## src/include/obj_settings.svh

```systemverilog
/*
  sizes and constants for the object engine
  include wherever the table, line or object geometry is needed
*/
`ifndef OBJ_SETTINGS_SVH
`define OBJ_SETTINGS_SVH

// object table
`define OBJ_COUNT 64            // entries in the table
`define OBJ_IDX_W 6             // bits to address one entry

// object geometry
`define OBJ_SIZE 16             // width and height in pixels

// line store
`define LINE_W 9                // 512 pixels per half

// attribute word that stops the scan
`define OBJ_END 16'hFF00

// colour that is never written
`define TRANSP 4'hF

`endif

```

## src/hw/obj_pkg.sv

```systemverilog
/*
  shared types for the object engine
  table entries, attribute decode, scan to draw request and line store pixels
*/
`include "obj_settings.svh"

package obj_pkg;

    // attribute word split into fields
    typedef struct packed {
        logic [5:0] spare;      // unused, top bits
        logic [2:0] prio;
        logic       vflip;
        logic       hflip;
        logic [4:0] pal;        // palette select, low bits
    } attr_t;

    // raw view for the end marker test, field view for drawing
    typedef union packed {
        logic [15:0] raw;
        attr_t       f;
    } attr_u;

    typedef struct packed {
        logic [`LINE_W-1:0] x;
        logic [`LINE_W-1:0] y;
        logic [15:0]        code;   // tile number
        attr_u              attr;
    } obj_entry_t;

    // one visible object, ready for the tile fetch
    typedef struct packed {
        logic [15:0]        code;
        logic [3:0]         row;    // tile row, vflip already applied
        logic [`LINE_W-1:0] hpos;
        logic [4:0]         pal;
        logic               hflip;
        logic [2:0]         prio;
    } draw_req_t;

    typedef struct packed {
        logic [2:0] prio;
        logic [4:0] pal;
        logic [3:0] color;
    } pxl_t;                        // all ones is blank

    typedef struct packed {
        logic [`LINE_W-1:0] addr;
        pxl_t               pxl;
    } buf_wr_t;

endpackage

```

## src/hw/obj_scan.sv

```systemverilog
/*
  per line table walk, picks objects crossing vrender in table order
  hands each one to the draw stage with a one cycle dr_start
*/
`include "obj_settings.svh"

module obj_scan (
    input  logic                  clk,
    input  logic                  arst_n,

    input  logic                  start,        // line begin strobe
    input  logic [`LINE_W-1:0]    vrender,      // line being drawn

    // table
    output logic [`OBJ_IDX_W-1:0] rd_idx,
    input  obj_pkg::obj_entry_t   entry,

    // draw stage
    input  logic                  dr_idle,
    output logic                  dr_start,
    output obj_pkg::draw_req_t    dr_req
);

    typedef enum logic [1:0] {st_idle, st_read, st_test, st_finish} state_t;

    state_t                state;
    logic [`OBJ_IDX_W-1:0] idx;
    logic [`LINE_W-1:0]    row_full;
    logic [3:0]            row;
    logic                  is_end, visible, last, draw_free, issue;

    assign rd_idx    = idx;
    assign is_end    = entry.attr.raw == `OBJ_END;    // raw word view
    assign row_full  = vrender - entry.y;              // wraps mod 512
    assign visible   = row_full < `OBJ_SIZE;
    assign row       = row_full[3:0] ^ {4{entry.attr.f.vflip}};   // vflip inverts row
    assign last      = idx == `OBJ_IDX_W'(`OBJ_COUNT - 1);
    // request sent last cycle has not reached dr_idle yet
    assign draw_free = dr_idle && !dr_start;
    assign issue     = state == st_test && !start && !is_end && visible && draw_free;

    always_ff @(posedge clk or negedge arst_n) begin
        if (!arst_n) begin
            state    <= st_idle;
            idx      <= '0;
            dr_start <= 1'b0;
        end else begin
            dr_start <= issue;
            if (start) begin                // restart even mid scan
                state <= st_read;
                idx   <= '0;
            end else begin
                case (state)
                    st_read: state <= st_test;  // entry arrives next cycle
                    st_test: begin
                        if (is_end) begin
                            state <= st_finish;
                        end else if (!visible || draw_free) begin
                            if (last) begin
                                state <= st_finish;
                            end else begin
                                idx   <= idx + 1'b1;
                                state <= st_read;
                            end
                        end                     // visible and draw busy, hold
                    end
                    st_finish: begin
                        if (draw_free) state <= st_idle;    // last object drawn
                    end
                    default: state <= st_idle;
                endcase
            end
        end
    end

    // request payload
    always_ff @(posedge clk) begin
        if (issue) begin
            dr_req.code  <= entry.code;
            dr_req.row   <= row;
            dr_req.hpos  <= entry.x;
            dr_req.pal   <= entry.attr.f.pal;
            dr_req.hflip <= entry.attr.f.hflip;
            dr_req.prio  <= entry.attr.f.prio;
        end
    end

endmodule

```

## config.mk

```make
export PLATFORM = sky130hd
export DESIGN_NAME = obj_scan
export DESIGN_NICKNAME = d
export VERILOG_FILES = /design/src/hw/obj_pkg.sv /design/src/hw/obj_scan.sv
export VERILOG_INCLUDE_DIRS = /design/src /design/src/include
export SDC_FILE = /design/constraint.sdc
export NUM_CORES = 1
export LEC_CHECK = 0
export ABC_AREA = 1
export BUFFER_PORTS_ARGS = -buffer_cell sky130_fd_sc_hd__buf_4
export CORE_UTILIZATION = 50
export DETAILED_ROUTE_END_ITERATION = 8
export GPL_TIMING_DRIVEN = 0
export PLACE_DENSITY = 0.85
export SETUP_SLACK_MARGIN = 0.05
export SLEW_MARGIN = 20
export SYNTH_ARGS = -nofsm -noshare
export SYNTH_HDL_FRONTEND = slang
export SYNTH_SLANG_ARGS = --single-unit
```

## constraint.sdc

```tcl
create_clock -name clk -period 4.53 [get_ports clk]
set_clock_uncertainty 0.1 [all_clocks]
set_input_delay 0.453 -clock clk [delete_from_list [all_inputs] [get_ports clk]]
set_output_delay 0.453 -clock clk [all_outputs]
set_load 0.02 [all_outputs]
```

# Word-level counts from Yosys, hierarchy flattened
# Index checks and enable logic that the tools add are counted.
# op_classes
add_sub_neg,2
order_cmp,1
n_eq_ne,9
n_mux,11
n_bitwise,1
reduce_logical,14
# ops
cell,count
two-way mux 6 bit,5
"== test 16 bit, second input constant",1
two-way mux 2 bit,5
"less-than comparator 9 x 5 -> 1 bit, second input constant",1
subtractor 9 bit,1
"adder 6 x 1 -> 6 bit, second input constant",1
"== test 6 bit, second input constant",1
one-hot mux 2 bit (3 select lines),1
logical AND 1 bit,5
"== test 2 bit, second input constant",2
zero test 1 bit,4
"inequality test 2 bit, second input constant",2
"inequality test 4 x 3 -> 1 bit, second input constant",1
AND reduction 4 bit,1
nonzero test 2 bit,2
bitwise XOR 4 bit,1
"inequality test 3 bit, second input constant",1
"== test 2 x 1 -> 1 bit, second input constant",1
AND reduction 2 bit,1
logical OR 1 bit,1
# totals
register_bits,47
inputBits,63
output_inout_bits,45
wordCells,47

# Logic depth before layout (Yosys ltp)
# logic_depth
ltp_word,8
depth_mapped,16
ltp_nobuf,16

# Worst setup path after synthesis
# No wires, ideal clock.
# synth_path
path_kind,input -> register
from,in vrender[0]
to,reg dr_req[0] (netlist bit) (enable)
setup_ns,0.435
arrival_time_ns,3.364
t_required_ns,3.995
setup_slack_ns,0.631
stages,14
n_path_buf,0
cell_sequence,inv_1 ha_1 fa_1 inv_1 nand3_2 nand2_2 nand2_2 nand2_1 nand2_1 nand2_1 inv_2 nor2_4 nand2_1 nor2_1
# synth_via
elab_chain_len,4
# synth_lines
item,line,source
"start, declared",obj_scan.sv:12,"input logic [`LINE_W-1:0] vrender,"
subtractor 9 bit,obj_scan.sv:34,assign row_full = vrender - entry.y;
less-than comparator 9 x 5 -> 1 bit (no source line),--,
logical AND 1 bit (2 in series),obj_scan.sv:40,assign issue = state == st_test && !start && !is_end && visible && draw_free;
via issue,obj_scan.sv:30,"logic is_end, visible, last, draw_free, issue;"
"end, declared",obj_scan.sv:21,output obj_pkg::draw_req_t dr_req
# The timed path passes the listed nets, and every way through them passes these cells.
# A chain may end at the register's enable or synchronous reset.

# Final worst setup path
# layout_path
from,in vrender[0]
to,reg dr_req[29] (netlist bit) (enable)
# Same word-level chain as after synthesis.

==> results.md <==
- H-Tree Depth: 2
- First-pass GRT wire length: 8.990 mm
- Measured slew at the worst slew-check pin: 661.1 ps
- Ant diodes: 0
- Adder and majority gate portion of the synthesized area: 0.07448
- Max Transition Viols Final: 0
- Pleak: 1.630 nW
- WL final: 5.492 mm
- RSZ-0062 raised after global routing: no
- Critical path endpoint category: register
- Hpwl dp: 4.269 mm
- Synth Area in Compound Gates: 0.01479
- Final critical-path share of the clock period: 0.6230
- Avg Cell Area, Syn: 10.88 um2
- Reg-to-Reg End: dr_req[29]
- Vias/cell: 5.066
- Multiplexer share of the synthesized area: 0
- Synth warn: 0
- Share of cells above drive strength 1: 0.3957
- Die height: 69.60 um
- Clock Path Buffers: 2
- Hold path start: entry[46]
- Wire per inst: 14.53 um
- Synth Cell Area: 0.002285 mm2
- # DRC: 0
- Final Power: 0.9644 mW
- Post-synthesis sequential area ratio: 0.5980
- Arr. time, crit path: 2730 ps
- CP required: 4440 ps
- CTS tree: yes
- Num CTS Buffers: 5
- Rows: 24
- Post-synth ARST share: 0.1915
- CP max FO: 21
- Worst-Skew Late Latency: 290 ps
- Fmax: 0.3543 GHz
- Seq cells post-synth: 47
- IO buf count: 106
- Via count: 1,915
- Io pins: 108
- Gpl congestion: 0.7968
- Gr ovfl total: 0
- Core area: 0.004384 mm2
- Antenna violations before repair: 0
- Postcts setup bufs: 0
- Period minus WS final: 2822 ps
- Non-filler cells, final: 378
- Drt first pass iters: 4
- Cell count after placement: 369
- Pin count of the biggest net entering global routing: 22
- Vias in the first global route: 1,881
- Total GRT Usage: 0.2424
- Hold Path End: dr_req[14]
- CTS Root Cell: clkbuf_8
- Worst hold slack: 228.1 ps
- Synthesized instance count: 210
- Layout area overhead: 45.45%
- Worst hold path class: in2reg
- Initial core utilization: 0.5211
- Maximum VDD drop: 0.0001937 V
- Status: finished, final reports clean
- Final setup vio count: 0
- Post_cts resized: 0
- Largest family of logic cells by synthesized area: simple AND/OR/NAND/NOR gates
- R2r setup slk: 2420 ps
- Mapped Nets: 286
- Nets: 401
- Final ANT Viol Nets: 0
- Critical path class: in2reg
- Util after Layout: 0.7580
- Critical Path Source Type: input pin
- Die W: 69.60 um
- Hold Path Cell Cnt: 1
- Max Cap Violations: 0
- Main flop type after synthesis: edfxtp_1
- Pwr Density: 290.2 mW/mm2
- Post-Synth XOR/XNOR Area: 0.04217
- Worst R2R Path Depth: 6
- Simple-gate share of the synthesized area: 0.2065
- Critical R2R Launch: state[0]
- Post-synth cell types: 26
- Clock-pin slew on the worst setup and hold paths: 80 ps
- Final hold vios: 0
- Worst slew margin relative to its limit: 0.5582
- Die Area: 0.004843 mm2
- CTS sink cnt: 47
- Drt first-iter violations: 104
- Post-synth EDFFs: 38
==> registers in the layout (all words and copies together), names as in the netlist <==
register / count
dr_req: 38
dr_start: 1
rd_idx: 6
state: 2
==> where the power goes <==
group / internal, mW / switching (mW) / total (mW)
Combinational: 0.0704 / 0.0677 / 0.138
Sequential: 0.471 / 0.00273 / 0.473
Clock: 0.220 / 0.132 / 0.353
==> routing by layer <==
| metal | vias to the layer above | part of all wire | global-route usage |
|---|---|---|---|
| met5 | - | 0 | 0 |
| met4 | 0 | 0.020 | 0.08844 |
| met3 | 11 | 0.071 | 0.06250 |
| met2 | 78 | 0.54 | 0.4412 |
| met1 | 906 | 0.37 | 0.2712 |
| li1 | 920 | - | - |
==> repair_timing <==
item	4_1_cts	5_1_grt
endpoints found under the setup margin	0	0
hold endpoints to repair	9	0
hold buffers	1	0
==> logic make-up after synthesis <==
group           after synthesis
compound gates                6
xor+xnor                     11
fa+ha+maj                    13
buf+inv                      37
flops                        47
simple gates                 96
==> per-stage QoR <==
stage	setup slack (ps)	setup TNS, ps	cell area (um2)
6_report	1708	0	3323
5_1_grt	1569	0	3323
4_1_cts	1693	0	3323
3_5_place_dp	1364	0	3181
3_3_place_gp	-161.4	-6153	3146
2_1_floorplan	631.4	0	2285
==> worst max-delay path, cell delays in order <==
cell	delay (ps)
buf_4	80
inv_1	30
ha_1	210
fa_1	420
inv_1	90
nand3_2	70
nand2_2	120
nand2_2	60
nand2_1	60
nand2_1	40
nand2_1	70
inv_2	40
nor2_4	130
nand2_1	100
nor2_4	520
buf_16	230
==> Yosys cell counts, drive strengths merged, types with 2 or more instances <==
| cell type | instances | area, um2 |
|---|---|---|
| dfrtp | 9 | 225.2 |
| nand2 | 51 | 206.5 |
| nand4 | 9 | 56.30 |
| xor2 | 6 | 52.55 |
| a21oi | 5 | 28.78 |
| nand3b | 2 | 15.01 |
| xnor2 | 5 | 43.79 |
| edfxtp | 38 | 1141 |
| nor2 | 14 | 70.07 |
| nand3 | 18 | 112.6 |
| ha | 12 | 150.1 |
| inv | 35 | 131.4 |
==> layout by cell type (no fill, tap or decap), drive strengths merged <==
cell,instances
buf,108
nand2,51
edfxtp,38
inv,35
nand3,18
nor2,14
ha,12
nand4,9
dfrtp,9
clkbuf,7
xor2,6
xnor2,5
a21oi,5
nand3b,2
bufinv,2
and3,1
o21ai,1
nor3,1
fa,1
dlygate4sd3,1
==> cell type report <==
class                      instances  area [um2]
inverter                          35       131.4
clock buffer                       6       72.57
fill                             287        1061
timing repair buffer             108       833.3
sequential                        47        1366
buffer                             2       15.01
multi-input combinational        126       779.5
tap                               52       65.06
clock inverter                     2       60.06
==> worst max-delay path by stage <==
stage,from,end,slack [ps],cells past startpoint
CTS,vrender[0],dr_req[36],1690,16
global route,vrender[0],dr_req[29],1570,16
finish,vrender[0],dr_req[29],1710,16
detailed placement,vrender[0],dr_req[36],1360,16
floorplan,vrender[0],dr_req[0],630,14
global placement,vrender[0],dr_req[11],-160,15
No activity file was read; power rests on OpenSTA's default activity.
