`src/include/obj_settings.svh`:
```
/*
  sizes and constants for the object engine
  include wherever the table, line or object geometry is needed
*/
`ifndef OBJ_SETTINGS_SVH
`define OBJ_SETTINGS_SVH

// object table
`define OBJ_COUNT 64            // entries in the table
`define OBJ_IDX_W 6             // bits to address one entry

// object geometry
`define OBJ_SIZE 16             // width and height in pixels

// line store
`define LINE_W 9                // 512 pixels per half

// attribute word that stops the scan
`define OBJ_END 16'hFF00

// colour that is never written
`define TRANSP 4'hF

`endif

```
`src/hw/obj_pkg.sv`:
```
/*
  shared types for the object engine
  table entries, attribute decode, scan to draw request and line store pixels
*/
`include "obj_settings.svh"

package obj_pkg;

    // attribute word split into fields
    typedef struct packed {
        logic [5:0] spare;      // unused, top bits
        logic [2:0] prio;
        logic       vflip;
        logic       hflip;
        logic [4:0] pal;        // palette select, low bits
    } attr_t;

    // raw view for the end marker test, field view for drawing
    typedef union packed {
        logic [15:0] raw;
        attr_t       f;
    } attr_u;

    typedef struct packed {
        logic [`LINE_W-1:0] x;
        logic [`LINE_W-1:0] y;
        logic [15:0]        code;   // tile number
        attr_u              attr;
    } obj_entry_t;

    // one visible object, ready for the tile fetch
    typedef struct packed {
        logic [15:0]        code;
        logic [3:0]         row;    // tile row, vflip already applied
        logic [`LINE_W-1:0] hpos;
        logic [4:0]         pal;
        logic               hflip;
        logic [2:0]         prio;
    } draw_req_t;

    typedef struct packed {
        logic [2:0] prio;
        logic [4:0] pal;
        logic [3:0] color;
    } pxl_t;                        // all ones is blank

    typedef struct packed {
        logic [`LINE_W-1:0] addr;
        pxl_t               pxl;
    } buf_wr_t;

endpackage

```
`src/hw/obj_draw.sv`:
```
/*
  draws one object row, two ROM fetches of 8 pixels then 16 line store writes
  dr_idle is high whenever a new request can be taken
*/
`include "obj_settings.svh"

module obj_draw (
    input  logic               clk,
    input  logic               arst_n,

    // scan side
    input  logic               dr_start,
    input  obj_pkg::draw_req_t dr_req,
    output logic               dr_idle,

    // graphics ROM
    output logic [19:0]        rom_addr,    // {code, row}
    output logic               rom_half,    // 0 left, 1 right
    output logic               rom_cs,
    input  logic               rom_ok,
    input  logic [31:0]        rom_data,

    // line store
    output logic               buf_wr,
    output obj_pkg::buf_wr_t   buf_data
);

    typedef enum logic [1:0] {st_idle, st_req, st_wait, st_write} state_t;

    state_t             state;
    obj_pkg::draw_req_t req;
    logic [31:0]        left_data, right_data;
    logic [63:0]        row_pxls;
    logic [3:0]         cnt;        // output pixel
    logic [3:0]         src;        // source pixel

    assign rom_addr = {req.code, req.row};
    assign dr_idle  = state == st_idle;
    assign buf_wr   = state == st_write;

    // source pixel 0 in the lowest nibble of the left half
    assign row_pxls = {right_data, left_data};
    assign src      = cnt ^ {4{req.hflip}};   // 15-k when mirrored

    assign buf_data.addr      = req.hpos + {{(`LINE_W-4){1'b0}}, cnt};   // wraps at 512
    assign buf_data.pxl.prio  = req.prio;
    assign buf_data.pxl.pal   = req.pal;
    assign buf_data.pxl.color = row_pxls[{src, 2'b00} +: 4];

    always_ff @(posedge clk or negedge arst_n) begin
        if (!arst_n) begin
            state    <= st_idle;
            rom_cs   <= 1'b0;
            rom_half <= 1'b0;
            cnt      <= '0;
        end else begin
            case (state)
                st_idle: begin
                    if (dr_start) begin
                        rom_cs   <= 1'b1;     // address latched on the same edge
                        rom_half <= 1'b0;
                        state    <= st_wait;
                    end
                end
                st_req: begin
                    rom_cs <= 1'b1;           // right half, address settled
                    state  <= st_wait;
                end
                st_wait: begin
                    if (rom_ok) begin
                        rom_cs <= 1'b0;
                        if (!rom_half) begin
                            rom_half <= 1'b1;
                            state    <= st_req;
                        end else begin
                            cnt   <= '0;
                            state <= st_write;
                        end
                    end
                end
                default: begin                // st_write
                    cnt <= cnt + 1'b1;
                    if (cnt == 4'(`OBJ_SIZE - 1)) state <= st_idle;
                end
            endcase
        end
    end

    // request and ROM data
    always_ff @(posedge clk) begin
        if (state == st_idle && dr_start) req <= dr_req;
        if (state == st_wait && rom_ok) begin
            if (rom_half) right_data <= rom_data;
            else          left_data  <= rom_data;
        end
    end

endmodule

```
`config.mk`:
```
export PLATFORM = sky130hd
export DESIGN_NAME = obj_draw
export DESIGN_NICKNAME = d
export VERILOG_FILES = /design/src/hw/obj_pkg.sv /design/src/hw/obj_draw.sv
export VERILOG_INCLUDE_DIRS = /design/src /design/src/include
export SDC_FILE = /design/constraint.sdc
export NUM_CORES = 1
export LEC_CHECK = 0
export BUFFER_PORTS_ARGS = -buffer_cell sky130_fd_sc_hd__buf_4
export CORE_MARGIN = 3
export CORE_UTILIZATION = 54
export CTS_CLUSTER_SIZE = 16
export DETAILED_ROUTE_END_ITERATION = 8
export PLACE_DENSITY = 0.8
export SETUP_SLACK_MARGIN = 0.02
export SLEW_MARGIN = 0
export SYNTH_ARGS = -nofsm -noshare
export SYNTH_HDL_FRONTEND = slang
export SYNTH_SLANG_ARGS = --single-unit
```
`constraint.sdc`:
```
create_clock -name clk -period 3.5 [get_ports clk]
set_input_delay 0.35 -clock clk [delete_from_list [all_inputs] [get_ports clk]]
set_output_delay 0.35 -clock clk [all_outputs]
set_load 0.005 [all_outputs]
```
Yosys cells after proc, flatten, opt, wreduce, memory -nomap -nowiden --
Index checks and enable logic that the tools add are counted.
Storage, ports and cells: bits in registers 110, latch bits 0, memory bits (writable) 0, memory bits (read-only) 0, memories kept 0
Cells by class: $add $sub $neg 2, $mul 0, divide/modulo/power cells 0, order comparisons 0, equality and inequality tests 7, shift-type cells 1, mux-type cells 14, bitwise gates (word level) 3, reduce and logical (&&, ||, !) cells 13
Operators with widths (count):
- $shiftx A64 B7 Y4 | 1
- $reduce_and A3 Y1 | 4
- $add A9 B4 Y9 | 1
- $mux W2 | 4
- $mux W4 | 2
- $pmux W4 S2 | 1
- $ne A2 B2 Y1 const B | 3
- $pmux W2 S3 | 1
- $add A4 B1 Y4 const B | 1
- $eq A2 B2 Y1 const B | 2
- $eq A4 B4 Y1 const B | 1
- $mux W1 | 4
- $reduce_and A2 Y1 | 2
- $reduce_bool A4 Y1 | 1
- $xor A4 B4 Y4 | 1
- $pmux W1 S3 | 1
- $reduce_bool A3 Y1 | 1
- $eq A2 B1 Y1 const B | 1
- $logic_and A1 B1 Y1 | 2
- $logic_not A2 Y1 | 1
- $not A1 Y1 | 2
- $pmux W1 S2 | 1
- $reduce_bool A2 Y1 | 1
- $reduce_or A2 Y1 | 1

Logic depth before layout (Yosys ltp) --
Gate-level depths: netlist (run 1).
depth in word-level cells 4, mapped depth 7, depth with buffers taken out 6

Least setup slack after synthesis (run 1) --
OpenSTA, ideal clock, no wires.
path type reg2reg, from reg state[0], to reg left_data[0], enable pin, library setup time 421 ps, arrival 2340 ps, data required time 3079 ps, slack 739 ps, cell stages (with the launch flop) 6, period minus slack after synthesis 2761 ps, cells stage by stage dfrtp_1 > inv_1 > ha_1 > clkbuf_1 > nand2_1 > nor2_1
Between the ends: word-level cells in the longest chain between the ends 3
RTL lines:
- start: declaration | line obj_draw.sv:30 | state_t state;
- start signal: assignment | line obj_draw.sv:52 | state <= st_idle;
- start signal: assignment | line obj_draw.sv:62 | state <= st_wait;
- start signal: assignment | line obj_draw.sv:67 | state <= st_wait;
- $eq A2 B2 Y1 | line obj_draw.sv:92 | if (state == st_wait && rom_ok) begin
- $logic_and A1 B1 Y1 | line obj_draw.sv:92
- $reduce_and A2 Y1 (no line)
- end signal: assignment | line obj_draw.sv:94 | else left_data <= rom_data;
- end: declaration | line obj_draw.sv:32 | logic [31:0] left_data, right_data;
Every way passes these cells. A chain may end at the register's enable or synchronous reset.

==> results of run 1 <==
[logic make-up (layout without fill, tap and decap cells)]
family                   count (synthesis)  after routing  share of synthesized area
AO/OA/AOI/OAI                           51             51                     0.0747
flip-flops                             110            110                      0.634
AND/OR/NAND/NOR                         45             45                     0.0433
adder cells (fa/ha/maj)                 11             11                     0.0282
multiplexers                            57             57                      0.144
XOR/XNOR                                 7              7                     0.0119
buffers and inverters                   47            146                     0.0635
[where the power goes]
group	switching (uW)	total, uW	internal, uW
logic	848	1830	977
registers	239	1950	1710
clock network	430	847	417
total	1520	4630	3110
[flip-flops by register name (all words and copies together), names as in the netlist]
| name | flops |
|---|---|
| left_data | 32 |
| right_data | 32 |
| rom_addr | 20 |
| req | 10 |
| buf_data | 8 |
| cnt | 4 |
| state | 2 |
| rom_cs | 1 |
| rom_half | 1 |
[placed cells by master (no fill, tap or decap), types with 2 or more instances in the layout]
master     Yosys  routed
inv_1          4       4
o31ai_1        2       2
a21oi_1        8       8
nand2_1       14      14
bufinv_16      0       2
nand3_1        6       6
edfxtp_1     102     102
a221o_1        4       4
ha_1          10      10
a22oi_1       12      12
o22ai_2        4       4
nor2_1         6       5
buf_4         31     124
o21ai_0        6       6
xnor2_1        3       3
nand4_1        4       4
nor2b_1        7       7
mux2_4         4       4
a211oi_1       2       2
dfrtp_1        8       7
mux4_2        12      12
a211o_1        2       2
o211ai_1       5       5
a21o_1         3       3
mux2i_1       40      40
nor3_1         2       2
xor2_1         4       4
clkbuf_8       0       9
[worst reg2reg max path, delay by kind of cell (launching register included)]
| family | cells | cell delay [ns] |
|---|---|---|
| and+or+nand+nor | 2 | 0.92 |
| DFF | 1 | 0.43 |
| buffers and inverters | 1 | 0.12 |
| AOI/OAI and AO/OA | 1 | 0.21 |
| adders and majority gates | 1 | 0.28 |
[per-layer routing]
layer	global-route usage	vias to the layer above	part of all wire
met5	0	-	0
met4	0.0703	0	0.021
met3	0.0529	18	0.055
met2	0.326	106	0.52
met1	0.237	1509	0.40
li1	-	1433	-
[what timing repair did]
| item | 4_1_cts | 5_1_grt |
|---|---|---|
| hold buffers | 1 | 0 |
| endpoints found under the hold margin | 8 | 0 |
| gates resized for setup | 0 | 0 |
[layout make-up]
cell class / count / area (sq um)
Sequential cell: 110 / 3260
Fill cell: 617 / 2790
Multi-Input combinational cell: 171 / 1560
Timing Repair Buffer: 126 / 961
Tap cell: 126 / 158
Clock buffer: 10 / 128
Clock inverter: 6 / 104
Inverter: 4 / 15.0
[per-stage QoR]
stage	setup WS (ns)	area [sq um]	instances
after floorplan	0.739	5140	328
after global placement	0.978	5950	536
after detailed placement	0.938	5950	536
after CTS	0.521	6190	553
after global routing	0.410	6190	553
final	0.535	6190	553
[how the worst max path moves through the flow]
stage	from	end	slack, ns	cells after the start
6_report	cnt[0]	buf_data[1]	0.54	6
5_1_grt	cnt[0]	buf_data[1]	0.41	6
4_1_cts	cnt[0]	buf_data[1]	0.52	6
3_5_place_dp	cnt[0]	buf_data[1]	0.94	6
3_3_place_gp	cnt[0]	buf_data[1]	0.98	6
2_1_floorplan	state[0]	left_data[0]	0.74	5
==> flow_summary.json, run 1 <==
{
  "dr.pass1.iters": 4,
  "p_leak_uw": 0.00245,
  "cap_violations": 0,
  "hold_viol_final": 0,
  "synth_ff_type": "edfxtp_1",
  "cts_inserted_buffers": 9,
  "netlist.area_leader.share": 0.595,
  "tightest_slew_ns": 0.918,
  "ios": 119,
  "dieArea_sq_um": 10700,
  "min_from": "dr_req[8]",
  "drive_gt1_frac": 0.386,
  "yosys-top-cells-count": "edfxtp_1, mux2i_1, buf_4, nand2_1",
  "viasPerCell": 5.54,
  "synth.area.top_cells": "edfxtp_1, mux2i_1, mux4_2",
  "cp_slowest_cell": "dfrtp_2",
  "diodes": 0,
  "critPathRequiredTime_ns": 3.15,
  "tritoncts": "done",
  "min_path_type": "input port to flip-flop",
  "powerDensity_nw_per_um2": 748,
  "critPathMaxFanout": 28,
  "hold_ws_ns": 0.155,
  "hold_end": "buf_data[8]",
  "r2r_setup_slack_ns": 1.44,
  "wl_microns": 10100,
  "synth_nets": 413,
  "rsz0062_at_grt": "no",
  "fin_crit_sh": 0.847,
  "clockBufferDepth": 2,
  "end_kind": "output port",
  "io_buffers": 118,
  "tns_ns": 0,
  "synth_cells": 328,
  "clock.fmax_ghz": 0.337,
  "wire_per_inst_microns": 18.3,
  "finalPower_uw": 4630,
  "avgSynthCellArea_sq_um": 15.7,
  "post_cts_buffers": 0,
  "syn_to_final_growth_pct": 20.3,
  "critical_path.startpoint_type": "flip-flop",
  "synth_seq_area_share": 0.634,
  "core_sq_um": 8980,
  "yosysMostFrequentCell": "edfxtp_1",
  "r2r_start": "state[1]",
  "gp_congestion": 0.813,
  "synthDistinctLibCells": 40,
  "setup-violations-final": 0,
  "dp_hpwl_microns": 7200,
  "cp_num_buf_inv": 2,
  "cts_sinks": 110,
  "ys_ff_latch": 110,
  "yosysWarningCount": 0,
  "clkTransAtPathRegs_ns": 0.10,
  "syn-cell-area_sq_um": 5140,
  "reg2reg_depth": 5,
  "first_global_vias": 3165,
  "path_class": "flip-flop to output port",
  "critical_path.top_delay_family": "multiplexers",
  "r2r_end": "rom_half",
  "ant_nets": 0,
  "fp.dieW_microns": 104,
  "antenna_found_initial": 0,
  "maxSlewViolCount": 0,
  "initial_core_util": 0.573,
  "overflow": 0,
  "clk_latency_ns": 0.36,
  "slew_headroom": 0.388,
  "crit_chain": "buf_12, mux4_2, mux2_4, o22ai_2, o211ai_1, buf_4",
  "slowest_delay_ns": 0.72,
  "synth-async-reset-ratio": 0.0727,
  "run_status": "finished, final reports clean",
  "drt_iter0_markers": 177,
  "hold_path_depth": 1,
  "synth-edff-count": 102,
  "period_needed_ns": 2.96,
  "grt_pass1_wl_microns": 16200,
  "fin_util": 0.689,
  "die_y_microns": 104,
  "skew_ns": 0.00540,
  "row_count": 34,
  "grt_max_degree": 40,
  "route.vias.total": 3066,
  "ctsRootBufferMaster": "clkbuf_8",
  "drc": 0,
  "ir_drop_mv": 0.472,
  "htreeDepth": 3,
  "layout.nets": 507,
  "cp.arrival_ns": 2.61,
  "synth_top_area_cell": "edfxtp_1",
  "groute.usage.overall": 0.192
}
Note: power is estimated with default switching activity, not from simulation.
==> run 2, diff against run 1 <==
Settings changed: ABC_AREA set to 1, CORE_UTILIZATION 54 to 53, PLACE_DENSITY 0.8 to 0.79.
Clock period 3.5 ns to 2.89 ns, I/O delays scaled along.
==> run 2 against run 1 <==
  * Global-route usage grew 0.32 points
  * Critical path depth up 2
  * Worst setup slack got worse by 0.22 ns
  * Die area fell by 2.1%
  * Largest power group unchanged
  * Highest routed layer unchanged
==> flow_summary.json, run 2 <==
{
  "tritoncts": "done",
  "setup-violations-final": 0,
  "path_class": "flip-flop to output port",
  "rsz0062_at_grt": "no",
  "r2r_setup_slack_ns": 0.96,
  "clk_latency_ns": 0.38,
  "ctsRootBufferMaster": "clkbuf_8",
  "critPathMaxFanout": 28,
  "hold_end": "rom_addr[9]",
  "min_from": "dr_req[27]",
  "synth-edff-count": 102,
  "synth_seq_area_share": 0.661,
  "cp.arrival_ns": 2.28,
  "groute.usage.overall": 0.195,
  "synth_cells": 425,
  "viasPerCell": 5.18,
  "hold_path_depth": 1,
  "io_buffers": 118,
  "overflow": 0,
  "p_leak_uw": 0.00264,
  "route.vias.total": 3283,
  "critical_path.startpoint_type": "flip-flop",
  "first_global_vias": 3419,
  "final_cell_mix": "buf_4, edfxtp_1, nand3_1",
  "ys_ff_latch": 110,
  "htreeDepth": 3,
  "skew_ns": 0.0201,
  "r2r_start": "state[0]",
  "yosys-top-cells-count": "edfxtp_1, nand3_1, inv_1, nand2_1, buf_4",
  "fin_crit_sh": 0.889,
  "synth-async-reset-ratio": 0.0727,
  "row_count": 34,
  "ant_nets": 0,
  "fin_ws_ns": 0.320,
  "powerDensity_nw_per_um2": 867,
  "cts_sinks": 110,
  "layout_commonest_cell": "buf_4",
  "synth.area.top_cells": "edfxtp_1, nand3_1, inv_1",
  "cap_violations": 0,
  "ios": 119,
  "reg2reg_depth": 5,
  "dp_hpwl_microns": 7090,
  "drive_gt1_frac": 0.287,
  "dieArea_sq_um": 10500,
  "tns_ns": 0,
  "min_path_type": "input port to flip-flop",
  "clock.fmax_ghz": 0.389,
  "post_cts_resized": 0,
  "yosysWarningCount": 0,
  "syn-cell-area_sq_um": 4940,
  "cts_inserted_buffers": 9,
  "drt_iter0_markers": 156,
  "core_sq_um": 8890,
  "hold_viol_final": 0,
  "maxSlewViolCount": 0,
  "drc": 0,
  "dr.pass1.iters": 5,
  "ir_drop_mv": 0.490,
  "fp.dieW_microns": 103,
  "r2r_end": "left_data[15]",
  "grt_pass1_wl_microns": 15500,
  "fillers": 673,
  "yosysMostFrequentCell": "edfxtp_1",
  "antenna_found_initial": 0,
  "netlist.area_leader.share": 0.620,
  "period_needed_ns": 2.57,
  "wire_per_inst_microns": 15.4,
  "wl_microns": 9740,
  "post_cts_buffers": 0,
  "end_kind": "output port",
  "slew_headroom": 0.518,
  "finalPower_uw": 5150,
  "synth_top_area_cell": "edfxtp_1",
  "run_status": "finished, final reports clean",
  "place_ws_ns": 0.760,
  "synth_ff_type": "edfxtp_1",
  "grt_max_degree": 39,
  "gp_congestion": 0.930,
  "synthDistinctLibCells": 28,
  "avgSynthCellArea_sq_um": 11.6,
  "critPathRequiredTime_ns": 2.60,
  "layout.nets": 606,
  "initial_core_util": 0.556,
  "synth_nets": 510,
  "syn_to_final_growth_pct": 20.1,
  "diodes": 0,
  "clockBufferDepth": 2,
  "tightest_slew_ns": 0.722,
  "clkTransAtPathRegs_ns": 0.11,
  "fin_util": 0.667,
  "die_y_microns": 103
}
-- run 2: cell types whose count changed in the layout (fill, tap and decap cells not counted), moves of 12 or more --
cell,change
nand2_1,+52
a22oi_1,-12
mux4_2,-12
inv_1,+68
mux2i_1,-40
nand3_1,+71
-- run 2: kinds of logic (layout without fill, tap and decap cells) --
kind of cell | after synthesis | count (layout) | synth area share
XOR/XNOR | 11 | 11 | 0.0241
flip-flops | 110 | 110 | 0.661
adder cells (fa/ha/maj) | 11 | 11 | 0.0294
buffers and inverters | 112 | 213 | 0.112
AND/OR/NAND/NOR | 164 | 164 | 0.153
AO/OA/AOI/OAI | 17 | 17 | 0.0210
-- run 2: worst max-delay path by stage --
stage,start,end,slack [ns],cells after the start
3_3_place_gp,cnt[0],buf_data[18],0.81,8
6_report,req[3],buf_data[1],0.32,8
3_5_place_dp,cnt[0],buf_data[18],0.76,8
2_1_floorplan,state[0],right_data[0],0.33,4
5_1_grt,req[3],buf_data[2],0.12,8
4_1_cts,cnt[0],buf_data[18],0.31,8
-- run 2: routing by layer --
metal	global-route usage	part of all wire
met5	0	0
met4	0.0616	0.020
met3	0.0920	0.11
met2	0.330	0.50
met1	0.220	0.38
-- run 2: where the power goes --
part	internal (uW)	switching, uW	total, uW
combinational	832	1170	2000
clock	344	550	894
sequential	2080	171	2250
total	3260	1890	5150
-- run 2: cell type report --
class	instances	area, sq um	share of cell area
Sequential cell	110	3260	0.550
Multi-Input combinational cell	203	1140	0.192
Timing Repair Buffer	122	918	0.155
Inverter	75	282	0.0474
Tap cell	108	135	0.0228
Clock buffer	9	124	0.0209
Clock inverter	7	73.8	0.0124
-- run 2: repair_timing --
action	CTS	global route
endpoints found under the setup margin	0	0
endpoints found under the hold margin	8	0
hold buffers	1	0
-- run 2: through the flow --
step                std cells  hold slack, ns  area [sq um]
finish                    634          0.0762          5930
CTS                       634          0.0576          5930
global route              634          0.0447          5930
global placement          617           0.112          5730
floorplan                 425        -0.00659          4940
detailed placement        617           0.114          5730
-- run 2: worst max-delay path, stage by stage (launching register included) --
cell,delay [ns]
edfxtp_1,0.62
nand2_2,0.33
nand2_4,0.35
nand2_1,0.09
nand3_1,0.08
nand3_1,0.09
nand3_1,0.11
nand2_1,0.09
buf_4,0.14
